File: src/rtl/sweepAcq_settings.svh
`ifndef SWEEP_ACQ_SETTINGS_SVH
`define SWEEP_ACQ_SETTINGS_SVH

// DAC0 threshold code
`define DAC_WIDTH 10

// Readout words and output stream words
`define DATA_WIDTH 16

// Package limit and per-step package count
`define COUNT_WIDTH 16

`endif
File: src/rtl/sweepFramePkg.sv
package sweepFramePkg;

  // Header word: tag in the upper bits, DAC code below
  localparam int headerTagWidth = 6;

  localparam logic [headerTagWidth-1:0] headerTag = 6'b101101;

endpackage

File: src/rtl/sweepCtrlPkg.sv
package sweepCtrlPkg;

  // Sweep controller states
  typedef enum logic [2:0] {
    idle       = 3'd0,
    load       = 3'd1,
    waitConfig = 3'd2,
    header     = 3'd3,
    acquire    = 3'd4,
    finish     = 3'd5
  } sweepStateT;

endpackage

File: src/rtl/acqStepIf.sv
`timescale 1ns/10ps
`include "sweepAcq_settings.svh"

interface acqStepIf;

  logic [`DAC_WIDTH-1:0] dacCode;
  logic                  headerReq;
  logic                  acquiring;
  logic                  accept;
  logic                  stepDone;

  modport ctrl (
    output dacCode,
    output headerReq,
    output acquiring,
    input  stepDone
  );

  modport counter (
    input  acquiring,
    output accept,
    output stepDone
  );

  modport formatter (
    input dacCode,
    input headerReq,
    input accept
  );

endinterface

File: src/rtl/sweepAcqTop.sv
`timescale 1ns/10ps
`include "sweepAcq_settings.svh"

module sweepAcqTop (
  input  logic                    clk,
  input  logic                    reset_n,
  input  logic                    sweepStart,
  input  logic                    configDone,
  input  logic                    parallelDataEn,
  input  logic [`DAC_WIDTH-1:0]   startDac,
  input  logic [`DAC_WIDTH-1:0]   endDac,
  input  logic [`COUNT_WIDTH-1:0] maxPackageNumber,
  input  logic [`DATA_WIDTH-1:0]  parallelData,
  output logic [`DAC_WIDTH-1:0]   outDac,
  output logic                    loadScParameter,
  output logic                    singleAcqStart,
  output logic                    acqDone,
  output logic [`DATA_WIDTH-1:0]  sweepAcqData,
  output logic                    sweepAcqDataEn
);

  // Per-step handshake shared by the three blocks
  acqStepIf stepBus ();

  sweepController i_controller (
    .clk             (clk),
    .reset_n         (reset_n),
    .sweepStart      (sweepStart),
    .configDone      (configDone),
    .startDac        (startDac),
    .endDac          (endDac),
    .outDac          (outDac),
    .loadScParameter (loadScParameter),
    .singleAcqStart  (singleAcqStart),
    .acqDone         (acqDone),
    .step            (stepBus.ctrl)
  );

  packageCounter i_counter (
    .clk              (clk),
    .reset_n          (reset_n),
    .parallelDataEn   (parallelDataEn),
    .maxPackageNumber (maxPackageNumber),
    .step             (stepBus.counter)
  );

  acqFrameFormatter i_formatter (
    .clk            (clk),
    .reset_n        (reset_n),
    .parallelData   (parallelData),
    .sweepAcqData   (sweepAcqData),
    .sweepAcqDataEn (sweepAcqDataEn),
    .step           (stepBus.formatter)
  );

endmodule

File: src/rtl/acqFrameFormatter.sv
`timescale 1ns/10ps
`include "sweepAcq_settings.svh"

module acqFrameFormatter
  import sweepFramePkg::*;
(
  input  logic                   clk,
  input  logic                   reset_n,
  input  logic [`DATA_WIDTH-1:0] parallelData,
  output logic [`DATA_WIDTH-1:0] sweepAcqData,
  output logic                   sweepAcqDataEn,
  acqStepIf.formatter            step
);

  logic [`DATA_WIDTH-1:0] headerWord;

  // Tag on top, current threshold code below
  assign headerWord = {headerTag, step.dacCode};

  always_ff @(posedge clk or negedge reset_n) begin
    if (!reset_n) begin
      sweepAcqDataEn <= 1'b0;
    end else begin
      sweepAcqDataEn <= step.headerReq || step.accept;
    end
  end

  // Header and accepted data never coincide
  always_ff @(posedge clk) begin
    if (step.headerReq) begin
      sweepAcqData <= headerWord;
    end else if (step.accept) begin
      sweepAcqData <= parallelData;
    end
  end

endmodule

File: src/rtl/packageCounter.sv
`timescale 1ns/10ps
`include "sweepAcq_settings.svh"

module packageCounter (
  input  logic                    clk,
  input  logic                    reset_n,
  input  logic                    parallelDataEn,
  input  logic [`COUNT_WIDTH-1:0] maxPackageNumber,
  acqStepIf.counter               step
);

  logic [`COUNT_WIDTH-1:0] count;
  logic [`COUNT_WIDTH-1:0] countNext;
  logic                    completed;

  // Words past the limit are dropped
  assign step.accept = parallelDataEn && step.acquiring && (count < maxPackageNumber);

  assign countNext = count + {{(`COUNT_WIDTH-1){1'b0}}, step.accept};

  always_ff @(posedge clk or negedge reset_n) begin
    if (!reset_n) begin
      count         <= '0;
      step.stepDone <= 1'b0;
      completed     <= 1'b0;
    end else if (!step.acquiring) begin
      count         <= '0;
      step.stepDone <= 1'b0;
      completed     <= 1'b0;
    end else begin
      count <= countNext;
      // Single pulse per step, held off until acquiring drops
      step.stepDone <= (countNext >= maxPackageNumber) && !completed;
      if (countNext >= maxPackageNumber) begin
        completed <= 1'b1;
      end
    end
  end

endmodule

File: src/rtl/sweepController.sv
`timescale 1ns/10ps
`include "sweepAcq_settings.svh"

module sweepController
  import sweepCtrlPkg::*;
(
  input  logic                  clk,
  input  logic                  reset_n,
  input  logic                  sweepStart,
  input  logic                  configDone,
  input  logic [`DAC_WIDTH-1:0] startDac,
  input  logic [`DAC_WIDTH-1:0] endDac,
  output logic [`DAC_WIDTH-1:0] outDac,
  output logic                  loadScParameter,
  output logic                  singleAcqStart,
  output logic                  acqDone,
  acqStepIf.ctrl                step
);

  sweepStateT            state;
  sweepStateT            nextState;
  logic [`DAC_WIDTH-1:0] dacCode;
  logic [`DAC_WIDTH-1:0] endCode;
  logic                  lastCode;

  // End code below start code also counts as last after the first step
  assign lastCode = (dacCode >= endCode);

  always_comb begin
    nextState = state;
    case (state)
      idle: begin
        if (sweepStart) begin
          nextState = load;
        end
      end
      load: begin
        nextState = waitConfig;
      end
      waitConfig: begin
        if (configDone) begin
          nextState = header;
        end
      end
      header: begin
        nextState = acquire;
      end
      acquire: begin
        if (step.stepDone) begin
          nextState = lastCode ? finish : load;
        end
      end
      finish: begin
        nextState = idle;
      end
      default: begin
        nextState = idle;
      end
    endcase
  end

  always_ff @(posedge clk or negedge reset_n) begin
    if (!reset_n) begin
      state <= idle;
    end else begin
      state <= nextState;
    end
  end

  // Sweep range latched at start, code advanced after each step
  always_ff @(posedge clk or negedge reset_n) begin
    if (!reset_n) begin
      dacCode <= '0;
      endCode <= '0;
    end else if (state == idle && sweepStart) begin
      dacCode <= startDac;
      endCode <= endDac;
    end else if (state == acquire && step.stepDone && !lastCode) begin
      dacCode <= dacCode + 1'b1;
    end
  end

  assign outDac       = dacCode;
  assign step.dacCode = dacCode;

  // Moore outputs
  assign loadScParameter = (state == load);
  assign step.headerReq  = (state == header);
  assign step.acquiring  = (state == acquire);
  assign singleAcqStart  = (state == acquire);
  assign acqDone         = (state == finish);

endmodule

File: config.mk
export PLATFORM = sky130hd
export DESIGN_NAME = sweepAcqTop
export DESIGN_NICKNAME = d
export VERILOG_FILES = /design/src/rtl/sweepFramePkg.sv /design/src/rtl/sweepCtrlPkg.sv /design/src/rtl/acqStepIf.sv /design/src/rtl/sweepAcqTop.sv /design/src/rtl/acqFrameFormatter.sv /design/src/rtl/packageCounter.sv /design/src/rtl/sweepController.sv
export VERILOG_INCLUDE_DIRS = /design/src /design/src/rtl
export SDC_FILE = /design/constraint.sdc
export NUM_CORES = 1
export LEC_CHECK = 0
export BUFFER_PORTS_ARGS = -buffer_cell sky130_fd_sc_hd__buf_2
export CAP_MARGIN = 20
export CORE_ASPECT_RATIO = 0.75
export CORE_MARGIN = 2
export CORE_UTILIZATION = 55
export DETAILED_ROUTE_END_ITERATION = 16
export GPL_TIMING_DRIVEN = 0
export HOLD_SLACK_MARGIN = 0.08
export PLACE_DENSITY = 0.93
export SETUP_SLACK_MARGIN = 0.5
export SLEW_MARGIN = 20
export SYNTH_ARGS = -nofsm -noshare
export SYNTH_HDL_FRONTEND = slang
export SYNTH_HIERARCHICAL = 1
export SYNTH_SLANG_ARGS = --single-unit
File: constraint.sdc
create_clock -name clk -period 4.9 [get_ports clk]
set_input_delay 0.98 -clock clk [delete_from_list [all_inputs] [get_ports clk]]
set_output_delay 0.98 -clock clk [all_outputs]
set_load 0.005 [all_outputs]
* Word level (Yosys, flattened, before mapping)
Index checks and enable logic that the tools add are counted.
** Operators by class
- $add $sub $neg :: 2
- Multiply operators :: 0
- Div/mod/pow operators :: 0
- Order comparisons :: 3
- Equality and inequality tests :: 9
- Shift-type cells :: 0
- Mux-type cells :: 13
- Bitwise operators :: 0
- Reduce and logical (&&, ||, !) cells :: 13
** Operators with widths (number)
- 2-to-1 mux 10 bit :: 4
- adder 16 x 1 -> 16 bit :: 1
- >= comparator 16 bit :: 1
- less-than comparator 16 bit :: 1
- 2-to-1 mux 16 bit :: 1
- one-hot mux 3 bit (5 select lines) :: 1
- 2-to-1 mux 3 bit :: 4
- adder 10 x 1 -> 10 bit (second input constant) :: 1
- >= comparator 10 bit :: 1
- inequality test 2 bit (second input constant) :: 4
- equality test 3 x 2 -> 1 bit (second input constant) :: 2
- equality test 3 bit (second input constant) :: 2
- logical AND 1 bit :: 6
- nonzero test 2 bit :: 2
- equality test 3 x 1 -> 1 bit (second input constant) :: 1
- logical NOT 3 bit :: 1
- 2-to-1 mux 1 bit :: 3
- AND reduction 3 bit :: 1
- logical NOT 1 bit :: 2
- logical OR 1 bit :: 1
** Storage, ports and cells
- Bits in registers :: 58
- Bits in latches :: 0
- Memory bits (writable) :: 0
- Bits in read-only memories :: 0
- Input bits :: 57
- Output and inout port bits :: 30
- Memories kept :: 0

* Longest topological paths before layout
Gate-level depths: netlist of run 1.
- Word-level depth :: 7
- Mapped depth :: 19
- Depth with buffers taken out :: 19

* Cells and area by module
Netlist of run 1, hierarchy kept.
** By module, submodules not included
- packageCounter :: instances 1, cells an instance 166, area each 1580.3 um^2, sequential area each 450.4 um^2
- sweepController :: instances 1, cells an instance 159, area each 1463.9 um^2, sequential area each 575.6 um^2
- acqFrameFormatter :: instances 1, cells an instance 43, area each 694.4 um^2, sequential area each 445.4 um^2

* Least setup slack after synthesis of run 1
No wires, ideal clock.
- Path type :: input to register
- Start :: in maxPackageNumber[11]
- End :: reg i_counter.step.stepDone
- Arrival :: 4.135 ns
- Required time :: 4.833 ns
- Path slack :: 0.699 ns
- Cell stages on the path :: 19
- Cells stage by stage :: inv_1 ha_1 a21oi_1 o21ai_0 a2111oi_0 o21ai_0 a31oi_1 ha_1 ha_1 nand2_1 nor4_2 nand3_1 xnor2_1 ha_1 nand2_1 nor2_1 nand2_1 o21ai_0 and3b_1
** Between the ends
- Longest elaborated chain between the ends :: 6
** Ends and longest elaborated chain
- start, declared :: line sweepAcqTop.sv:12 : input logic [`COUNT_WIDTH-1:0] maxPackageNumber,
- less-than comparator 16 bit :: line packageCounter.sv:17 : assign step.accept = parallelDataEn && step.acquiring && (count < maxPackageNumber);
- logical AND 1 bit :: line packageCounter.sv:17
- via stepBus.accept :: line acqStepIf.sv:9 : logic accept;
- adder 16 x 1 -> 16 bit :: line packageCounter.sv:19 : assign countNext = count + {{(`COUNT_WIDTH-1){1'b0}}, step.accept};
- >= comparator 16 bit :: line packageCounter.sv:33 : step.stepDone <= (countNext >= maxPackageNumber) && !completed;
- logical AND 1 bit :: line packageCounter.sv:33
- 2-to-1 mux 1 bit :: line packageCounter.sv:26 : end else if (!step.acquiring) begin
- end signal, assigned :: line packageCounter.sv:33
- end, declared :: line acqStepIf.sv:22 : output stepDone
The timed path passes the listed nets, and every way through them passes these cells.
A chain may end at the register's enable or synchronous reset.

* Worst setup path after layout of run 1
- Start :: in maxPackageNumber[11]
- End :: reg i_counter.completed
** Between the ends
- Longest elaborated chain between the ends :: 5
** Ends and longest elaborated chain
- less-than comparator 16 bit :: line packageCounter.sv:17
- logical AND 1 bit :: line packageCounter.sv:17
- via stepBus.accept :: line acqStepIf.sv:9
- adder 16 x 1 -> 16 bit :: line packageCounter.sv:19
- >= comparator 16 bit :: line packageCounter.sv:34 : if (countNext >= maxPackageNumber) begin
- inequality test 2 bit (no source line)
- end signal, assigned :: line packageCounter.sv:25 : completed <= 1'b0;
- end signal, assigned :: line packageCounter.sv:29 : completed <= 1'b0;
- end signal, assigned :: line packageCounter.sv:35 : completed <= 1'b1;
- end, declared :: line packageCounter.sv:14 : logic completed;
The timed path passes the listed nets, and every way through them passes these cells.

==> summary.md, run 1 <==
| Metric | Value |
|---|---|
| Status | finished clean |
| Post-layout util | around 72% |
| Mean routed wirelength per cell | roughly 18 um |
| RSZ-0062 raised after global routing | false |
| Worst Max-Slew Pin Slew | between 0.9 and 1 ns |
| Chip width | 99.2 um |
| Ys Warns | 6 |
| Routing usage on met3 | under 10% |
| Nets | roughly 570 |
| Number of I/O pins | 87 |
| DRT iter0 DRCs | between 200 and 300 |
| Total wire length | 10100 um |
| Die Height | 75.4 um |
| Initial antenna violation count | 0 |
| Max Freq | 224 MHz |
| Global route overflow | 0 |
| Post-CTS Hold Buffers | 0 |
| CTS tree | done |
| Final Max Tran Viols | 0 |
| Layout cells sized above 1 | 35.4% |
| Met2 Usage GRT | a little over two fifths |
| Num rows | 25 |
| Final hold vios | 0 |
| Commonest non-fill, non-tap cell in the layout | buf_2 |
| Drt first pass iters | 5 |
| Tightest Hold Check Type | flop to flop |
| Async S/R FF share, synth | between 70% and 80% |
| H-tree levels | 3 |
| Netlist Area Pre-Place | between 3000 and 4000 sq um |
| Max_cap viols | 0 |
| CP max FO | 3 |
| Final cell count without fillers | ~560 |
| Number of port buffers | 86 |
| Reg2reg setup slack | about 0.71 ns |
| Most frequent cells in the layout | buf_2, dfrtp_1, ha_1 |
| CP startpoint kind | primary input |
| Area Overhead vs Synth | 24.8% |
| Power Density | between 400 and 500 nW/um^2 |
| Critical Path End Type | flop |
| WS Path Type | primary input to flop |
| Ys flop type | dfrtp_1 |
| Register area share after synthesis | roughly two fifths |
| Vias | roughly 3300 |
| Crit path time final | about 4.5 ns |
| CTS Sinks | 58 |
| Gpl congestion | 0.845 |
| Dpl cells | around 540 |
| First-pass GRT wire length | between 10000 and 15000 um |
| Setup TNS | 0 ns |
| Core region area | 6440 sq um |
| Post-detailed-route DRC marker count | 0 |
| Worst setup margin | about 0.43 ns |
| Initial Util | 58.0% |
| Setup Skew | approximately 0.0084 ns |
| Max Root-Sink Buffers | 2 |
| Peak supply drop | around 0.27 mV |
| Die area | between 7000 and 8000 sq um |
| Final Setup Violations | 0 |
| Largest net degree at the start of global routing | 43 |
| Antenna-violating nets left | 0 |
| GR peak layer | met2 |
| Vias in the first global route | 3105 |
| Clock root cell | clkbuf_8 |
| Synth Area per Inst | ~10 sq um |
| Req. time, crit path | ~5.1 ns |
| DPL Wire Length | 6750 um |
| # diodes | 0 |
| CTS buffer count | 9 |
| Clock latency at the later pin of the worst-skew pair | approximately 0.35 ns |
| #FFs+latches synth | 58 |
| Post-Syn Instances | ~370 |
| Pre-CTS WS | -0.372 ns |
| Total power | about 2 mW |
| Routing usage on met1 | 32.8% |
| Worst slew margin | 35.5% |
| Synth cell types | slightly below 60 |
| Worst-path clk slew | about 0.070 ns |
| Final worst-path cycle share | between 90% and 100% |
| Number of synthesized flops with an enable pin | 10 |
| Syn_nets | 469 |
| Overall Global Routing Usage | between 20% and 30% |
| Leakage | 2.29 nW |
| Vias/cell | around 5.9 |
| Crit path arrival time | approximately 4.7 ns |
-- state kept, by name, indices dropped and copies added (netlist names) --
register / flops
i_controller/endCode: 10
i_counter/count: 16
i_counter/completed: 1
i_counter/step.stepDone: 1
i_formatter/sweepAcqData: 16
i_formatter/sweepAcqDataEn: 1
i_controller/state: 3
i_controller/outDac: 10
-- power by group --
part | internal (mW) | total (mW) | switching [mW] | leakage (nW)
combinational | 0.398 | 0.835 | 0.436 | 1.51
sequential | 0.640 | 0.759 | 0.118 | 0.691
clock | 0.235 | 0.439 | 0.203 | 0.0925
-- final timing paths --
kind,from,end,depth (start not counted)
worst max-delay path,maxPackageNumber[11],i_counter/completed$_DFFE_PN0P_,20
worst min-delay path,i_formatter/sweepAcqData[14]$_SDFFE_PP0P_,i_formatter/sweepAcqData[14]$_SDFFE_PP0P_,2
worst min register to register,i_formatter/sweepAcqData[14]$_SDFFE_PP0P_,i_formatter/sweepAcqData[14]$_SDFFE_PP0P_,2
worst max register to register,i_counter/count[11]$_DFF_PN0_,i_counter/completed$_DFFE_PN0P_,18
max in group asynchronous,reset_n,i_controller/state[0]$_DFFE_PN0P_,1
min in group asynchronous,reset_n,i_counter/count[12]$_DFF_PN0_,1
-- cell usage after synthesis, drive strengths merged, types with 6 or more instances --
cell,count,area [sq um]
edfxtp,10,300
ha,44,551
buf,16,130
and2,17,106
dfxtp,6,120
xnor2,19,166
dfrtp,42,1050
mux2,11,135
nand4,9,71.3
nor3,7,40.0
a21oi,15,75.1
nor2,11,41.3
o21ai,28,140
nand2,35,131
inv,30,113
nand3,8,50.1
-- worst max-delay path: stages --
cell and delay, ns:
buf_2 0.10, inv_2 0.08, ha_4 0.22, a21oi_4 0.14
o21ai_2 0.09, a2111oi_4 0.40, o21ai_2 0.13, a31oi_4 0.21
ha_4 0.20, nand3_4 0.11, nor4_4 0.35, buf_4 0.19
and3_4 0.19, xor2_2 0.15, ha_1 0.28, a21oi_2 0.15
o21ai_1 0.08, a21oi_1 0.30, o21ai_2 0.12, o21a_1 0.21
-- what timing repair did --
action	4_1_cts	5_1_grt
setup buffers	1	4
pin swaps	5	12
setup endpoints to repair	2	2
gates resized for setup	7	26
-- kinds of logic after synthesis --
logic type      Yosys count  synth area share (%)
compound gates           60                  10.2
xor+xnor                 24                  5.82
fa+ha+maj                44                  14.7
simple gates            118                  18.7
flops                    58                  39.4
buf+inv                  51                  6.99
mux                      13                  4.15
-- through the flow --
stage	instance area, sq um	hold WS, ns
2_1_floorplan	3740	0.457
3_3_place_gp	4270	0.468
3_5_place_dp	4270	0.474
4_1_cts	4500	0.506
5_1_grt	4670	0.543
6_report	4670	0.498
-- layer usage --
metal,vias up,share of wire [%],wire length [um]
met3,43,6.8,685
met1,1562,40,4060
li1,1487,-,-
met5,-,0,0
met4,0,3.5,350
met2,172,49,4960
-- final cells by class --
class / count / area [sq um]
multi-input combinational: 259 / 2170
fill: 421 / 1780
sequential: 58 / 1470
timing repair buffer: 91 / 468
buffer: 21 / 149
clock buffer: 10 / 128
inverter: 30 / 113
tap: 81 / 101
clock inverter: 6 / 67.6
Note: power is estimated with default switching activity, not from simulation.
==> inputs of run 2 (changes only) <==
--- a/config.mk
+++ b/config.mk
@@ -9,7 +9,6 @@
 export BUFFER_PORTS_ARGS = -buffer_cell sky130_fd_sc_hd__buf_2
 export CAP_MARGIN = 20
 export CORE_ASPECT_RATIO = 0.75
-export CORE_MARGIN = 2
 export CORE_UTILIZATION = 55
 export DETAILED_ROUTE_END_ITERATION = 16
 export GPL_TIMING_DRIVEN = 0
==> constraint.sdc (replaced) <==
create_clock -name clk -period 4.9 [get_ports clk]
set_input_delay 0.49 -clock clk [delete_from_list [all_inputs] [get_ports clk]]
set_output_delay 0.49 -clock clk [all_outputs]
set_load 0.005 [all_outputs]
==> run 2 against run 1 <==
Against the previous run: sequential share of layout area increased by 0.69 points; setup slack improved by 0.32 ns; highest routed layer unchanged; combinational power fell by 2%; sequential power fell by 0.7%; flip-flop and latch count did not move.
==> summary.md, run 2 (synthesis results as in run 1) <==
| Metric | Value |
|---|---|
| Max_cap viols | 0 (unchanged) |
| Final Setup Violations | 0 (unchanged) |
| Regs by FF count | i_counter/count x16, i_formatter/sweepAcqData x16 |
| Peak supply drop | 0.231 mV (-13%) |
| Crit-path most repeated cell | ha_1 |
| Most frequent cells in the layout | buf_2, ha_1, dfrtp_1 |
| Area Overhead vs Synth | 22.1% |
| Die area | 7130 sq um (-4.6%) |
| Final Max Tran Viols | 0 (unchanged) |
| RSZ-0062 raised after global routing | false |
| Number of I/O pins | 87 (unchanged) |
| Power Density | 476 nW/um^2 (+9.2%) |
| Post-layout util | 70.9% (-1.6 points) |
| Vias in the first global route | 3205 (+3.2%) |
| Leakage | 2.28 nW (-0.53%) |
| DPL Wire Length | 6620 um (-1.9%) |
| Setup TNS | 0 ns (unchanged) |
| Worst setup margin | 0.756 ns (+0.321 ns) |
| H-tree levels | 3 (unchanged) |
| # diodes | 0 (unchanged) |
| Tightest Hold Check Type | primary input to asynchronous set/reset pin |
| Mean routed wirelength per cell | 16.5 um (-8.6%) |
| Area after DPL | 4270 sq um (unchanged) |
| Overall Global Routing Usage | 27.0% (+1.4 points) |
| Worst-path clk slew | 0.07 ns (about the same) |
| Initial Util | 58.0% (unchanged) |
| Core region area | 6440 sq um (unchanged) |
| Setup Skew | 0.00753 ns (-0.000903 ns) |
| Critical Path End Type | flop |
| Chip width | 97.2 um (-2.0%) |
| CP max FO | 4 (+1) |
| Clock latency at the later pin of the worst-skew pair | 0.34 ns (about the same) |
| Crit-path slowest cell | dfrtp_1 |
| CP startpoint kind | flop |
| Final worst-path cycle share | 84.6% (-6.6 points) |
| Buf/Inv on CP | 0 (-3) |
| CP peak stage delay | 0.45 ns (+0.05 ns) |
| CTS Sinks | 58 (unchanged) |
| Commonest non-fill, non-tap cell in the layout | buf_2 |
| Die Height | 73.4 um (-2.7%) |
| Worst slew margin | 35.9% (+0.48 points) |
| Layout cells sized above 1 | 31.0% (-4.4 points) |
| Crit-path leading delay family | compound AO/OA/AOI/OAI gates |
| Total wire length | 9120 um (-9.3%) |
| CP Cell Sequence | ha_1 -> a21oi_1 -> o21ai_0 -> a2111oi_2 -> o21ai_1 -> a31oi_2 -> ha_1 -> ha_1 -> nand2_1 -> nor4_4 -> nand3_1 -> xnor2_1 -> ha_1 -> a21oi_1 -> o21ai_0 -> a21oi_1 -> o21ai_1 -> o21a_1 |
| Largest net degree at the start of global routing | 43 (unchanged) |
| Nets | 567 (-0.70%) |
| Clock root cell | clkbuf_8 |
| Num rows | 25 (unchanged) |
| Status | finished clean |
| Max Root-Sink Buffers | 2 (unchanged) |
| WS Path Type | flop to flop |
| Vias | 3141 (-3.8%) |
| Final hold vios | 0 (unchanged) |
| Gpl congestion | 0.956 (+13%) |
| Design Area, Final | 4570 sq um (-2.1%) |
| Number of port buffers | 86 (unchanged) |
| Crit path time final | 4.14 ns (-0.321 ns) |
| Pre-CTS WS | 0.0811 ns (+0.453 ns) |
| Antenna-violating nets left | 0 (unchanged) |
| Worst Max-Slew Pin Slew | 0.961 ns (-0.00724 ns) |
| CTS tree | done |
| CTS buffer count | 9 (unchanged) |
| Initial antenna violation count | 0 (unchanged) |
| DRT iter0 DRCs | 255 (-14%) |
| Vias/cell | 5.69 (-3.1%) |
| Crit path arrival time | 4.36 ns (-0.33 ns) |
| Drt first pass iters | 4 (-1) |
| First-pass GRT wire length | 14800 um (+0.14%) |
| Max Freq | 241 MHz (+7.8%) |
| Req. time, crit path | 5.12 ns (about the same) |
| Global route overflow | 0 (unchanged) |
| Post-detailed-route DRC marker count | 0 (unchanged) |
## run 2: changes by cell type in the layout (fill, tap and decap cells not counted), moves of 3 or more
cell and change:
a21oi_2 -4, ha_4 -4, bufinv_16 +3, xnor2_1 +3, xnor2_2 -3, o21ai_2 -3, ha_1 +4, o21ai_0 +3
buf_4 -4, a21oi_1 +5
## run 2: worst paths after layout
check | from | endpoint | slack (ns) | cells after the start
min in group clk | parallelData[15] | i_formatter/sweepAcqData[15]$_SDFFE_PP1P_ | 0.35 | 2
hold / removal | reset_n | i_counter/count[13]$_DFF_PN0_ | 0.31 | 1
max in group asynchronous | reset_n | i_controller/endCode[7]$_DFFE_PN0P_ | 4.00 | 1
setup reg to reg | i_counter/count[11]$_DFF_PN0_ | i_counter/completed$_DFFE_PN0P_ | 0.76 | 18
setup / recovery | i_counter/count[11]$_DFF_PN0_ | i_counter/completed$_DFFE_PN0P_ | 0.76 | 18
hold reg to reg | i_formatter/sweepAcqData[14]$_SDFFE_PP0P_ | i_formatter/sweepAcqData[14]$_SDFFE_PP0P_ | 0.50 | 2
## run 2: final cells by class
type                       instances  area (sq um)
clock inverter                     5           125
sequential                        58          1470
tap                               81           101
buffer                            21           149
inverter                          30           113
fill                             441          1880
timing repair buffer              87           438
clock buffer                      11           141
multi-input combinational        259          2030
## run 2: repair_timing
item	4_1_cts	5_1_grt
pin swaps	1	3
setup endpoints to repair	2	2
hold buffers	0	0
buffers inserted	1	0
resized for setup	3	3
gates cloned	0	0
## run 2: routing by layer
| layer | global-route usage, % | wire length (um) | vias to the layer above |
|---|---|---|---|
| met1 | 34.0 | 3860 | 1509 |
| met4 | 11.3 | 142 | 0 |
| met2 | 45.5 | 4510 | 138 |
| met5 | 0 | 0 | - |
| li1 | - | - | 1476 |
| met3 | 6.37 | 614 | 18 |
## run 2: power breakdown
part / internal [mW] / switching (mW)
combinational: 0.395 / 0.425
sequential: 0.641 / 0.114
clock: 0.403 / 0.194
total: 1.44 / 0.733
## run 2: worst register-to-register path, cell delays in order, from the launching register on
cell       delay, ns
dfrtp_1         0.45
ha_1            0.35
a21oi_1         0.18
o21ai_0         0.17
a2111oi_2       0.31
o21ai_1         0.17
a31oi_2         0.21
ha_1            0.24
ha_1            0.22
nand2_1         0.15
nor4_4          0.31
nand3_1         0.14
xnor2_1         0.16
ha_1            0.20
a21oi_1         0.19
o21ai_0         0.15
a21oi_1         0.13
o21ai_1         0.10
o21a_1          0.19
## run 2: through the flow
step / total power, mW / hold slack (ns) / instances
after floorplan: 1.28 / 0.194 / 368
after global placement: 1.49 / 0.468 / 535
after detailed placement: 1.56 / 0.497 / 535
after CTS: 2.18 / 0.316 / 552
after global routing: 2.30 / 0.347 / 552
final: 2.17 / 0.306 / 552
